==> config.mk <==
export PLATFORM = sky130hd
export DESIGN_NAME = dmem
export DESIGN_NICKNAME = d
export VERILOG_FILES = /design/src/dmem_pkg.sv /design/src/dcache.sv /design/src/dcache_ctrl.sv /design/src/dmem.sv /design/src/lsq.sv
export SDC_FILE = /design/constraint.sdc
export NUM_CORES = 2
export LEC_CHECK = 0
export ABC_AREA = 0
export BUFFER_PORTS_ARGS = -buffer_cell sky130_fd_sc_hd__buf_2
export CAP_MARGIN = 20
export CORE_ASPECT_RATIO = 1.1
export CORE_MARGIN = 10
export CORE_UTILIZATION = 30
export CTS_CLUSTER_DIAMETER = 150
export DETAILED_ROUTE_END_ITERATION = 10
export GPL_ROUTABILITY_DRIVEN = 0
export PLACE_DENSITY = 0.42
export SETUP_SLACK_MARGIN = 0.02
export SLEW_MARGIN = 20
export SYNTH_ARGS = -nofsm -noshare
export SYNTH_HDL_FRONTEND = slang
export SYNTH_SLANG_ARGS = --single-unit
==> constraint.sdc <==
create_clock -name clock -period 13.8 [get_ports clock]
set_input_delay 4.14 -clock clock [delete_from_list [all_inputs] [get_ports clock]]
set_output_delay 4.14 -clock clock [all_outputs]
set_load 0.01 [all_outputs]
==> src/dmem_pkg.sv <==
`default_nettype none

package dmem_pkg;

    localparam int rob_w       = 5;
    localparam int prf_w       = 6;
    localparam int cache_lines = 32; // 8-byte lines

    // memory bus commands
    localparam logic [1:0] bus_none  = 2'h0;
    localparam logic [1:0] bus_load  = 2'h1; // block fetch
    localparam logic [1:0] bus_store = 2'h2;

    localparam logic [1:0] size_byte   = 2'h0;
    localparam logic [1:0] size_half   = 2'h1;
    localparam logic [1:0] size_word   = 2'h2;
    localparam logic [1:0] size_double = 2'h3;

    typedef union packed {
        logic [15:0] word;
        struct packed {
            logic [7:0] tag;
            logic [4:0] index;
            logic [2:0] offset;
        } fields;
    } dmem_addr_t;

    // zero-extended load result picked out of a line
    function automatic logic [31:0] load_align(
        input logic [63:0] blk,
        input logic [2:0]  offset,
        input logic [1:0]  size
    );
        logic [63:0] sh;
        sh = blk >> {offset, 3'b000};
        case (size)
            size_byte: return {24'h0, sh[7:0]};
            size_half: return {16'h0, sh[15:0]};
            default:   return sh[31:0]; // double truncates to the low word
        endcase
    endfunction

endpackage

`default_nettype wire

==> src/dcache.sv <==
`timescale 1ns/1ps
`default_nettype none

module dcache (
    input  logic        clock,
    input  logic        reset,
    input  logic        rd_en,
    input  logic [15:0] rd_addr,
    input  logic [1:0]  rd_size,
    input  logic        wr_en,
    input  logic [15:0] wr_addr,
    input  logic [1:0]  wr_size,
    input  logic [31:0] wr_data,
    input  logic        fill_en,
    input  logic [15:0] fill_addr,
    input  logic [63:0] fill_data,
    input  logic        st_ack,
    output logic        rd_hit,
    output logic [31:0] rd_data,
    output logic        miss_req,
    output logic [15:0] miss_addr,
    output logic        st_req,
    output logic [15:0] st_addr,
    output logic [1:0]  st_size,
    output logic [31:0] st_data
);

    logic [dmem_pkg::cache_lines-1:0] line_valid;
    logic [7:0]                       line_tag  [dmem_pkg::cache_lines];
    logic [63:0]                      line_data [dmem_pkg::cache_lines];

    dmem_pkg::dmem_addr_t rd_view;
    dmem_pkg::dmem_addr_t wr_view;
    dmem_pkg::dmem_addr_t fill_view;
    logic                 lookup_hit;
    logic                 wr_hit;
    logic [63:0]          size_mask;
    logic [63:0]          wr_mask;
    logic [63:0]          wr_shift;
    logic [63:0]          merged;

    assign rd_view   = rd_addr;
    assign wr_view   = wr_addr;
    assign fill_view = fill_addr;

    assign lookup_hit = line_valid[rd_view.fields.index]
        && line_tag[rd_view.fields.index] == rd_view.fields.tag;
    assign rd_hit  = rd_en && lookup_hit;
    assign rd_data = dmem_pkg::load_align(line_data[rd_view.fields.index],
                                          rd_view.fields.offset, rd_size);

    // held while the load sits at the queue head
    assign miss_req  = rd_en && !lookup_hit;
    assign miss_addr = {rd_view.fields.tag, rd_view.fields.index, 3'b000};

    // write-through without allocate
    assign st_req  = wr_en;
    assign st_addr = wr_addr;
    assign st_size = wr_size;
    assign st_data = wr_data;
    assign wr_hit  = wr_en && line_valid[wr_view.fields.index]
        && line_tag[wr_view.fields.index] == wr_view.fields.tag;

    always_comb begin
        case (wr_size)
            dmem_pkg::size_byte: size_mask = 64'h0000_0000_0000_00ff;
            dmem_pkg::size_half: size_mask = 64'h0000_0000_0000_ffff;
            dmem_pkg::size_word: size_mask = 64'h0000_0000_ffff_ffff;
            default:             size_mask = '1;
        endcase
        wr_mask  = size_mask << {wr_view.fields.offset, 3'b000};
        wr_shift = {32'h0, wr_data} << {wr_view.fields.offset, 3'b000};
        merged   = (line_data[wr_view.fields.index] & ~wr_mask) | (wr_shift & wr_mask);
    end

    always_ff @(posedge clock) begin
        if (reset) begin
            line_valid <= '0;
        end else if (fill_en) begin
            line_valid[fill_view.fields.index] <= 1'b1;
        end
    end

    always_ff @(posedge clock) begin
        if (fill_en) begin
            line_tag[fill_view.fields.index]  <= fill_view.fields.tag;
            line_data[fill_view.fields.index] <= fill_data;
        end else if (wr_hit && st_ack) begin
            line_data[wr_view.fields.index] <= merged; // update on bus accept
        end
    end

endmodule

`default_nettype wire

==> src/dcache_ctrl.sv <==
`timescale 1ns/1ps
`default_nettype none

module dcache_ctrl (
    input  logic        clock,
    input  logic        reset,
    input  logic        miss_req,
    input  logic [15:0] miss_addr,
    input  logic        st_req,
    input  logic [15:0] st_addr,
    input  logic [1:0]  st_size,
    input  logic [31:0] st_data,
    input  logic [3:0]  mem2proc_response,
    input  logic [63:0] mem2proc_data,
    input  logic [3:0]  mem2proc_tag,
    output logic [1:0]  dmem_command,
    output logic [15:0] dmem_addr,
    output logic [1:0]  dmem_size,
    output logic [63:0] dmem_data,
    output logic        fill_en,
    output logic [15:0] fill_addr,
    output logic [63:0] fill_data,
    output logic        mem_done,
    output logic [63:0] mem_data,
    output logic        st_ack
);

    localparam logic [1:0] st_idle = 2'h0;
    localparam logic [1:0] st_req_out = 2'h1; // command on the bus
    localparam logic [1:0] st_wait = 2'h2;    // fetch accepted, tag pending

    logic [1:0]           state;
    logic [1:0]           cmd_q;
    dmem_pkg::dmem_addr_t addr_q;
    dmem_pkg::dmem_addr_t miss_view;
    logic [1:0]           size_q;
    logic [63:0]          data_q;
    logic [3:0]           tag_q;
    logic                 accepted;
    logic                 tag_hit;

    assign miss_view = miss_addr;

    assign dmem_command = (state == st_req_out) ? cmd_q : dmem_pkg::bus_none;
    assign dmem_addr    = addr_q.word;
    assign dmem_size    = size_q;
    assign dmem_data    = data_q;

    assign accepted = state == st_req_out && mem2proc_response != 4'h0;
    assign st_ack   = accepted && cmd_q == dmem_pkg::bus_store;
    assign tag_hit  = state == st_wait && mem2proc_tag != 4'h0 && mem2proc_tag == tag_q;

    // fill goes ahead even if the load was flushed
    assign fill_en   = tag_hit;
    assign fill_addr = addr_q.word;
    assign fill_data = mem2proc_data;

    // only the load still missing on this block takes the data
    assign mem_done = tag_hit && miss_req
        && miss_view.fields.tag == addr_q.fields.tag
        && miss_view.fields.index == addr_q.fields.index;
    assign mem_data = mem2proc_data;

    always_ff @(posedge clock) begin
        if (reset) begin
            state <= st_idle;
        end else begin
            case (state)
                st_idle: begin
                    if (miss_req || st_req) begin
                        state <= st_req_out;
                    end
                end
                st_req_out: begin
                    if (accepted) begin
                        state <= (cmd_q == dmem_pkg::bus_load) ? st_wait : st_idle;
                    end
                end
                st_wait: begin
                    if (tag_hit) begin
                        state <= st_idle;
                    end
                end
                default: state <= st_idle;
            endcase
        end
    end

    always_ff @(posedge clock) begin
        if (state == st_idle) begin
            if (miss_req) begin
                cmd_q  <= dmem_pkg::bus_load;
                addr_q <= miss_addr;
                size_q <= dmem_pkg::size_double;
            end else if (st_req) begin
                cmd_q  <= dmem_pkg::bus_store;
                addr_q <= st_addr;
                size_q <= st_size;
                data_q <= {32'h0, st_data};
            end
        end
        if (accepted) begin
            tag_q <= mem2proc_response;
        end
    end

endmodule

`default_nettype wire

==> src/dmem.sv <==
`timescale 1ns/1ps
`default_nettype none

module dmem #(
    parameter int lsq_size = 8
) (
    input  logic                               clock,
    input  logic                               reset,
    input  logic                               except,
    input  logic                               ld_en,
    input  logic [1:0]                         ld_size,
    input  logic [dmem_pkg::rob_w-1:0]         ld_rob_idx,
    input  logic [dmem_pkg::prf_w-1:0]         ld_prf_idx,
    input  logic                               st_en,
    input  logic [1:0]                         st_size,
    input  logic [31:0]                        st_data,
    input  logic [dmem_pkg::rob_w-1:0]         st_rob_idx,
    input  logic                               commit,
    input  logic                               alu_is_valid,
    input  logic [dmem_pkg::rob_w-1:0]         alu_rob_idx,
    input  logic [31:0]                        alu_data,
    input  logic [3:0]                         mem2proc_response, // 0 = refused
    input  logic [63:0]                        mem2proc_data,
    input  logic [3:0]                         mem2proc_tag,
    output logic [$clog2(lsq_size):0]          lsq_num_free,
    output logic                               cdb_valid_out,
    output logic [31:0]                        cdb_data_out,
    output logic [dmem_pkg::prf_w-1:0]         cdb_prf_idx_out,
    output logic [dmem_pkg::rob_w-1:0]         cdb_rob_idx_out,
    output logic [1:0]                         dmem_command,
    output logic [15:0]                        dmem_addr,
    output logic [1:0]                         dmem_size,
    output logic [63:0]                        dmem_data
);

    // queue <-> cache
    logic        rd_en;
    logic [15:0] rd_addr;
    logic [1:0]  rd_size;
    logic        rd_hit;
    logic [31:0] rd_data;
    logic        wr_en;
    logic [15:0] wr_addr;
    logic [1:0]  wr_size;
    logic [31:0] wr_data;

    // cache <-> controller
    logic        miss_req;
    logic [15:0] miss_addr;
    logic        st_req;
    logic [15:0] st_addr;
    logic [1:0]  st_req_size;
    logic [31:0] st_req_data;
    logic        fill_en;
    logic [15:0] fill_addr;
    logic [63:0] fill_data;

    // controller feedback to the queue
    logic        mem_done;
    logic [63:0] mem_data;
    logic        st_ack;

    lsq #(
        .lsq_size(lsq_size)
    ) lsq_inst (
        .clock, .reset, .except,
        .ld_en, .ld_size, .ld_rob_idx, .ld_prf_idx,
        .st_en, .st_size, .st_data, .st_rob_idx,
        .commit,
        .alu_is_valid, .alu_rob_idx, .alu_data,
        .rd_hit, .rd_data,
        .mem_done, .mem_data, .st_ack,
        .lsq_num_free,
        .rd_en, .rd_addr, .rd_size,
        .wr_en, .wr_addr, .wr_size, .wr_data,
        .cdb_valid_out, .cdb_data_out, .cdb_prf_idx_out, .cdb_rob_idx_out
    );

    dcache dcache_inst (
        .clock, .reset,
        .rd_en, .rd_addr, .rd_size,
        .wr_en, .wr_addr, .wr_size, .wr_data,
        .fill_en, .fill_addr, .fill_data,
        .st_ack,
        .rd_hit, .rd_data,
        .miss_req, .miss_addr,
        .st_req, .st_addr,
        .st_size(st_req_size),
        .st_data(st_req_data)
    );

    dcache_ctrl dcache_ctrl_inst (
        .clock, .reset,
        .miss_req, .miss_addr,
        .st_req, .st_addr,
        .st_size(st_req_size),
        .st_data(st_req_data),
        .mem2proc_response, .mem2proc_data, .mem2proc_tag,
        .dmem_command, .dmem_addr, .dmem_size, .dmem_data,
        .fill_en, .fill_addr, .fill_data,
        .mem_done, .mem_data, .st_ack
    );

endmodule

`default_nettype wire

==> src/lsq.sv <==
`timescale 1ns/1ps
`default_nettype none

module lsq #(
    parameter int lsq_size = 8
) (
    input  logic                               clock,
    input  logic                               reset,
    input  logic                               except,
    input  logic                               ld_en,
    input  logic [1:0]                         ld_size,
    input  logic [dmem_pkg::rob_w-1:0]         ld_rob_idx,
    input  logic [dmem_pkg::prf_w-1:0]         ld_prf_idx,
    input  logic                               st_en,
    input  logic [1:0]                         st_size,
    input  logic [31:0]                        st_data,
    input  logic [dmem_pkg::rob_w-1:0]         st_rob_idx,
    input  logic                               commit,
    input  logic                               alu_is_valid,
    input  logic [dmem_pkg::rob_w-1:0]         alu_rob_idx,
    input  logic [31:0]                        alu_data,
    input  logic                               rd_hit,
    input  logic [31:0]                        rd_data,
    input  logic                               mem_done,
    input  logic [63:0]                        mem_data,
    input  logic                               st_ack,
    output logic [$clog2(lsq_size):0]          lsq_num_free,
    output logic                               rd_en,
    output logic [15:0]                        rd_addr,
    output logic [1:0]                         rd_size,
    output logic                               wr_en,
    output logic [15:0]                        wr_addr,
    output logic [1:0]                         wr_size,
    output logic [31:0]                        wr_data,
    output logic                               cdb_valid_out,
    output logic [31:0]                        cdb_data_out,
    output logic [dmem_pkg::prf_w-1:0]         cdb_prf_idx_out,
    output logic [dmem_pkg::rob_w-1:0]         cdb_rob_idx_out
);

    localparam int ptr_w = $clog2(lsq_size);
    localparam int cnt_w = ptr_w + 1;

    logic                         is_load [lsq_size];
    logic [1:0]                   size    [lsq_size];
    logic [dmem_pkg::rob_w-1:0]   rob_idx [lsq_size];
    logic [dmem_pkg::prf_w-1:0]   prf_idx [lsq_size];
    dmem_pkg::dmem_addr_t         addr    [lsq_size];
    logic [31:0]                  data    [lsq_size];
    logic [lsq_size-1:0]          addr_valid;
    logic [lsq_size-1:0]          waiting; // miss sent, fill pending

    logic [ptr_w-1:0] head;
    logic [ptr_w-1:0] tail;
    logic [cnt_w-1:0] credits;
    logic             empty;
    logic             head_ready;
    logic             push;
    logic             pop_hit;
    logic             pop_mem;
    logic             pop_st;
    logic             pop;
    logic [31:0]      load_result;

    assign empty      = lsq_num_free == cnt_w'(lsq_size);
    assign head_ready = !empty && addr_valid[head];
    assign push       = ld_en || st_en;

    assign rd_en   = head_ready && is_load[head];
    assign rd_addr = addr[head].word;
    assign rd_size = size[head];

    // store needs a commit credit before it may go out
    assign wr_en   = head_ready && !is_load[head] && credits != '0;
    assign wr_addr = addr[head].word;
    assign wr_size = size[head];
    assign wr_data = data[head];

    assign pop_hit = rd_en && rd_hit;
    assign pop_mem = rd_en && waiting[head] && mem_done;
    assign pop_st  = wr_en && st_ack;
    assign pop     = pop_hit || pop_mem || pop_st;

    assign load_result = pop_hit ? rd_data :
        dmem_pkg::load_align(mem_data, addr[head].fields.offset, size[head]);

    always_ff @(posedge clock) begin
        if (reset || except) begin
            head          <= '0;
            tail          <= '0;
            lsq_num_free  <= cnt_w'(lsq_size);
            credits       <= '0;
            cdb_valid_out <= 1'b0;
        end else begin
            if (push) begin
                tail <= tail + 1'b1;
            end
            if (pop) begin
                head <= head + 1'b1;
            end
            lsq_num_free  <= lsq_num_free - cnt_w'(push) + cnt_w'(pop);
            credits       <= credits + cnt_w'(commit) - cnt_w'(pop_st);
            cdb_valid_out <= pop_hit || pop_mem;
        end
    end

    always_ff @(posedge clock) begin
        if (reset) begin
            addr_valid <= '0;
            waiting    <= '0;
        end else begin
            for (int i = 0; i < lsq_size; i++) begin
                if (alu_is_valid && rob_idx[i] == alu_rob_idx) begin
                    addr_valid[i] <= 1'b1;
                end
            end
            if (rd_en && !rd_hit) begin
                waiting[head] <= 1'b1;
            end
            if (push) begin // new entry overrides stale matches
                addr_valid[tail] <= 1'b0;
                waiting[tail]    <= 1'b0;
            end
        end
    end

    always_ff @(posedge clock) begin
        for (int i = 0; i < lsq_size; i++) begin
            if (alu_is_valid && rob_idx[i] == alu_rob_idx) begin
                addr[i].word <= alu_data[15:0];
            end
        end
        if (push) begin
            is_load[tail] <= ld_en;
            size[tail]    <= ld_en ? ld_size : st_size;
            rob_idx[tail] <= ld_en ? ld_rob_idx : st_rob_idx;
            prf_idx[tail] <= ld_prf_idx;
            data[tail]    <= st_data;
        end
    end

    always_ff @(posedge clock) begin
        if (pop_hit || pop_mem) begin
            cdb_data_out    <= load_result;
            cdb_prf_idx_out <= prf_idx[head];
            cdb_rob_idx_out <= rob_idx[head];
        end
    end

endmodule

`default_nettype wire
Yosys cells after proc, flatten, opt, wreduce, memory -nomap -nowiden. Memory sizes are Yosys's and may differ from the RTL's. A register that Yosys moved wholly into a read port is not among the register bits. Index checks and enable logic that the tools add are counted.

Flip-flop bits (word level): 153. RAM bits: 2800. Logic and storage cells: 207. Memories: 8.

Memory list: dcache_inst.line_data (words 32, bits a word 64, rd ports 1, clocked after Yosys merged registers in 0, write ports 1, RTL line dcache.sv:30) `logic [63:0] line_data [dmem_pkg::cache_lines];`; dcache_inst.line_tag (words 32, bits a word 8, rd ports 1, clocked after Yosys merged registers in 0, write ports 1, RTL line dcache.sv:29) `logic [7:0] line_tag [dmem_pkg::cache_lines];`; lsq_inst.data (words 8, bits a word 32, rd ports 1, clocked after Yosys merged registers in 1, write ports 1, RTL line lsq.sv:49) `logic [31:0] data [lsq_size];`; lsq_inst.addr (words 8, bits a word 16, rd ports 1, clocked after Yosys merged registers in 1, write ports 8, RTL line lsq.sv:48) `dmem_pkg::dmem_addr_t addr [lsq_size];`; lsq_inst.prf_idx (words 8, bits a word 6, rd ports 1, clocked after Yosys merged registers in 1, write ports 1, RTL line lsq.sv:47) `logic [dmem_pkg::prf_w-1:0] prf_idx [lsq_size];`; lsq_inst.rob_idx (words 8, bits a word 5, rd ports 9, clocked after Yosys merged registers in 1, write ports 1, RTL line lsq.sv:46) `logic [dmem_pkg::rob_w-1:0] rob_idx [lsq_size];`; 2 more memories.

Add/sub/neg operators: 6. $lt $le $gt $ge: 7. Equality and inequality tests: 22. Shift-type cells: 4. Muxes and demuxes: 82. Bitwise logic cells: 10. Reduce and logical (&&, ||, !) cells: 52.

Operators with widths (count): 64-bit case mux with 3 select lines (1); 64-bit bitwise AND (2); 32-bit case mux with 2 select lines (2); 64-bit by 6-bit >> shifter with 32-bit output (2); 64-bit two-way mux (1); 64-bit NOT (1); 64-bit OR (1); 64-bit OR reduction (1); 32-bit by 6-bit left shift with 64-bit output (1); 64-bit by 6-bit left shift with 64-bit output (1); 1-bit two-way mux (46); 5-bit == test (9); 1-bit logical AND (33); 16-bit two-way mux (2); 32-bit two-way mux (1); 8-bit two-way mux (4); 32-bit OR (1); 3-bit two-way mux (8); 8-bit bitwise AND (2); 8-bit == test (2); 2-bit two-way mux (8); 5-bit by 6-bit less-than comparator with 1-bit output, second input constant (2); 4-bit nonzero test (3); 5-bit two-way mux (2); 25 further kinds (47).

Logic depth before layout (Yosys ltp).
Depth in word-level cells: 13. Depth in mapped cells: 22.

By module. From an unflattened synthesis, not the netlist that was laid out.

Cells, all modules: 6988. Area, all modules: 138856.9 um^2.

Modules (own cells, without submodules): dcache (times used 1, cells each 5292, area an instance 111207.9 um^2, seq. area each 69827.0 um^2); lsq (times used 1, cells each 1397, area an instance 24075.6 um^2, seq. area each 16866.2 um^2); dcache_ctrl (times used 1, cells each 299, area an instance 3573.4 um^2, seq. area each 1721.7 um^2).

Least setup slack after synthesis. No wires, ideal clock.

Path type: input port to flip-flop. Start: input mem2proc_response[1]. End: memory dcache_inst.line_data[19][0], enable pin. Setup time: 0.585 ns. Arrival time: 10.622 ns. Required time: 13.215 ns. Setup slack: 2.593 ns. Stages on the path: 7. Path buffers: 2. Cell sequence: nor4_1 > nor3b_1 > nor4b_1 > nand4_1 > buf_2 > buf_2 > o32ai_1.

Word-level cells in the longest chain between the ends: 9. Elaborated cells on any way between the ends: 10. Classes of those cells: mux: 5; reduce/logical: 5.

RTL lines: start, declared (RTL line dmem.sv:22) `input logic [3:0] mem2proc_response,`; 4-bit nonzero test * (RTL line dcache_ctrl.sv:49) `assign accepted = state == st_req_out && mem2proc_response != 4'h0;`; 1-bit logical AND * (RTL line dcache_ctrl.sv:49); via dcache_ctrl_inst.accepted (RTL line dcache_ctrl.sv:39) `logic accepted;`; 1-bit logical AND * (RTL line dcache_ctrl.sv:50) `assign st_ack = accepted && cmd_q == dmem_pkg::bus_store;`; 1-bit logical AND * (RTL line dcache.sv:88) `end else if (wr_hit && st_ack) begin`; 1-bit two-way mux * (RTL line dcache.sv:88); 1-bit two-way mux * (RTL line dcache.sv:85) `if (fill_en) begin`; 1-bit two-way mux (not written as such) * (RTL line dcache.sv:89) `line_data[wr_view.fields.index] <= merged;`; 64-bit OR reduction (no source line); 5-bit two-way mux (no source line) / 1-bit two-way mux (equally long branches); end, declared (RTL line dcache.sv:30).

The timed path passes the listed nets; every way through them passes the cells marked *.

==> summary.txt <==
Synth
  • Synth Flop Type: edfxtp_1
  • Top-area cell type share of the netlist area: 0.713
  • Combinational family with the most area after synthesis: simple AND/OR/NAND/NOR gates
  • Syn_area_per_cell: 14.1 µm²
  • Synth cell types: 82
  • Post-Synth XOR/XNOR Area: 0.00481
  • Post-synthesis sequential area ratio: 0.725
  • Post-synth EDFFs: 2899
  • Yosys top cell by area: edfxtp_1
  • Synth Area in Adders: 0.00156
  • Asr flop ratio synth: 0
  • Compound-Gate Fraction of Synth Area: 0.0561
  • Synth warn: 0
  • Mux share of post-synthesis cell area: 0.0695
  • Synth top area cells: edfxtp_1 71%, nand2_1 6.1%, mux2i_1 3.9%
  • Synthesized-area fraction occupied by and/or/nand/nor cells: 0.116
  • Synthesized flop and latch total: 2967
  • Mapped Area: 122000 µm²
  • Post-Synthesis Cells: 8640

Setup path
  • Startpoint Class: flip-flop
  • Critical R2R Capture: dcache_inst.line_data[9][12]
  • Crit path required time: 14.36 ns
  • R2R Setup Slk: 4.90 ns
  • Largest stage delay, worst path: 0.94 ns
  • Critical Path End: dcache_inst.line_data[9][12]
  • Arr. time, crit path: 9.46 ns
  • Crit Path Category: flip-flop to flip-flop
  • Slowest library cell on the worst path: mux4_4
  • CP Cell Sequence: buf_4 -> mux4_4 -> inv_16 -> buf_4 -> buf_4 -> buf_4 -> buf_4 -> nand2_1 -> and3_1 -> a311oi_1 -> a311oi_1 -> or4_1 -> mux2_2 -> o21ai_4
  • Crit-path most repeated cell: buf_4
  • Worst R2R Path Depth: 14
  • Crit Path Max Fanout: 157
  • Crit path capture type: flip-flop

Clock network
  • TritonCTS clock tree: yes
  • CTS Hold Bufs: 0
  • Deepest clock path buffer count: 4
  • Total CTS buffers: 334
  • Clock Latency Late Sink: 0.94 ns
  • Clock-pin slew on the worst setup and hold paths: 0.06 ns
  • H-tree depth: 5
  • Resized Gates After CTS: 0
  • Root Driver: clkbuf_16
  • Post-CTS Setup Bufs: 0
  • Clk sinks: 2967

Global routing
  • GRT Residual Overflow: 0
  • Initial antenna violation count: 75
  • Global-route wire length before repair: 599000 µm
  • GRT Overall Usage: 0.192
  • Largest net degree at the start of global routing: 158
  • Vias in the first global route: 73900

Timing
  • Setup Viol. Count Final: 0
  • TNS Setup: 0 ns
  • RSZ-0062 raised after global routing: no
  • Fmax: 112 MHz
  • Crit path time final: 8.90 ns
  • Setup Skew: 0.0496 ns
  • Max-slew headroom: 0.232
  • Final Hold Fails: 0
  • Max Slew Vio Count: 0
  • Final period util: 0.645
  • Worst-Margin Slew: 1.15 ns

Floorplan
  • Core ar.: 405000 µm²
  • Die area: 433000 µm²
  • Initial Util: 0.301
  • Rows: 245
  • Die height: 689 µm
  • I/O pin total: 300
  • Die Span X: 628 µm

Power and ir drop
  • Cell Pwr Density: 136 nW/µm²
  • Leakage: 47.1 nW
  • Worst VDD drop: 0.102 mV

Detailed routing
  • DRC Markers: 0
  • Vias: 76500
  • DRT Pass-1 Iters: 5
  • Routed Antenna Nets: 0
  • Average wire per cell in the routed design: 29.6 µm
  • Post-DR vias/cell: 5.22
  • DR iter-0 viols: 7768
  • WL final: 435000 µm

Worst hold path
  • Worst Hold Depth: 2
  • Type of the most critical hold path: flip-flop to flip-flop

Place
  • Placed instance area: 131000 µm²
  • Detailed Place HPWL: 247000 µm
  • I/O Buffers: 251

Cells and area
  • Post-route cell area: 141000 µm²
  • Layout area overhead: 15.9%
  • Nets: 9116
  • Share of cells above drive strength 1: 0.148

Flow run
  • Max Cap Viol: 0

Outcome
  • Status: finished, final reports clean
[where the power goes]
part | total [mW] | switching (mW) | internal [mW]
Clock | 8.70 | 3.65 | 5.05
Sequential | 9.91 | 0.00778 | 9.90
Combinational | 0.576 | 0.432 | 0.144
[synthesized netlist by cell type (all sizes together), types with 5 or more instances]
| cell | n |
|---|---|
| ha | 12 |
| a221o | 8 |
| o21ai | 141 |
| nor3b | 9 |
| o211ai | 18 |
| edfxtp | 2899 |
| o21a | 13 |
| nor3 | 44 |
| inv | 42 |
| nor4 | 24 |
| nor2 | 260 |
| nand2b | 8 |
| mux2 | 72 |
| a21oi | 149 |
| and2 | 11 |
| dfxtp | 68 |
| and3 | 85 |
| nor2b | 8 |
| or3 | 8 |
| o32ai | 30 |
| or4 | 19 |
| mux4 | 127 |
| nand4 | 14 |
| buf | 374 |
| or2 | 11 |
| nand3 | 809 |
| o221ai | 15 |
| o22ai | 27 |
| a22o | 7 |
| a22oi | 26 |
| a311oi | 125 |
| a32o | 28 |
| a221oi | 39 |
| nand2 | 1987 |
| a211oi | 19 |
| mux2i | 479 |
| a31oi | 148 |
| xor2 | 39 |
| a21o | 7 |
| o31ai | 5 |
| a21boi | 7 |
| a32oi | 127 |
| clkbuf | 226 |
| xnor2 | 28 |
| nand3b | 8 |
[sequential cells by signal, summed over array words and instances, names as in the netlist, 3 cells and up, named ones only]
register                    cells
dcache_inst.line_tag          256
lsq_inst.credits                4
lsq_inst.addr_valid             8
lsq_inst.size                  16
dcache_ctrl_inst.dmem_addr     16
lsq_inst.cdb_data_out          32
lsq_inst.is_load                8
lsq_inst.addr                 128
lsq_inst.cdb_prf_idx_out        6
lsq_inst.head                   3
lsq_inst.lsq_num_free           4
lsq_inst.rob_idx               40
dcache_inst.line_valid         32
dcache_inst.line_data        2048
lsq_inst.prf_idx               48
lsq_inst.cdb_rob_idx_out        5
dcache_ctrl_inst.dmem_data     32
dcache_ctrl_inst.tag_q          4
lsq_inst.waiting                8
lsq_inst.data                 256
lsq_inst.tail                   3
[cells in the final DEF (no fill, tap or decap), drive strengths merged, types with 32 or more instances in the layout]
cell,instances
buf,527
a32oi,127
nor2,260
o21ai,141
nor3,44
and3,85
mux4,127
dfxtp,68
edfxtp,2899
xor2,39
conb,32
inv,51
a221oi,39
nand2,1987
clkbuf,422
clkinv,143
mux2i,479
a31oi,148
mux2,72
a21oi,149
a311oi,125
diode,34
nand3,809
[worst max-delay path, delay by kind of cell (launching register included)]
kind                   cells  cell delay [ns]
AO/OA/AOI/OAI              3             1.10
buffers and inverters      6             3.80
flip-flops                 1             0.70
multiplexers               2             1.34
AND/OR/NAND/NOR            3             1.12
[kinds of logic after synthesis]
kind of cell / after synthesis
AO/OA/AOI/OAI: 959
XOR/XNOR: 67
adder cells (fa/ha/maj): 14
buffers and inverters: 644
flip-flops: 2967
multiplexers: 678
other: 1
AND/OR/NAND/NOR: 3310
[per-stage QoR]
step / worst slack, ns / power [mW] / hold slack, ns / util / cells
after global routing: 4.30 / 19.8 / 0.482 / 0.349 / 14600
after floorplan: 2.59 / 10.4 / 0.420 / - / 8671
after CTS: 4.65 / 19.4 / 0.460 / 0.349 / 14600
after global placement: 4.37 / 10.7 / 0.439 / 0.322 / 14000
after detailed placement: 4.41 / 10.7 / 0.446 / 0.323 / 14000
final: 4.90 / 19.2 / 0.455 / 0.349 / 14700
[layer usage]
metal | vias up | GRT usage | share of wire | wire (µm)
li1 | 33300 | - | - | -
met1 | 39900 | 0.259 | 0.43 | 186000
met2 | 2628 | 0.319 | 0.48 | 208000
met3 | 651 | 0.0281 | 0.058 | 25200
met4 | 10 | 0.0625 | 0.034 | 14900
met5 | - | 0 | 0.00015 | 65
[worst min-delay path by stage]
| stage | startpoint | to | slack, ns |
|---|---|---|---|
| after floorplan | lsq_inst.waiting[6] | lsq_inst.waiting[6] | 0.42 |
| after global placement | lsq_inst.waiting[3] | lsq_inst.waiting[3] | 0.44 |
| after detailed placement | lsq_inst.waiting[4] | lsq_inst.waiting[4] | 0.45 |
| after CTS | lsq_inst.waiting[4] | lsq_inst.waiting[4] | 0.46 |
| after global routing | lsq_inst.waiting[4] | lsq_inst.waiting[4] | 0.48 |
| final | lsq_inst.waiting[4] | lsq_inst.waiting[4] | 0.46 |
[layout make-up]
class	count	area, µm²
Clock inverter	180	1590
Clock buffer	422	9000
Antenna cell	34	85.1
Timing Repair Buffer	527	3700
Tap cell	5434	6800
Fill cell	38900	263000
Multi-Input combinational cell	5060	31700
Inverter	44	193
Sequential cell	2967	88400
(Power assumes the default switching activity.)
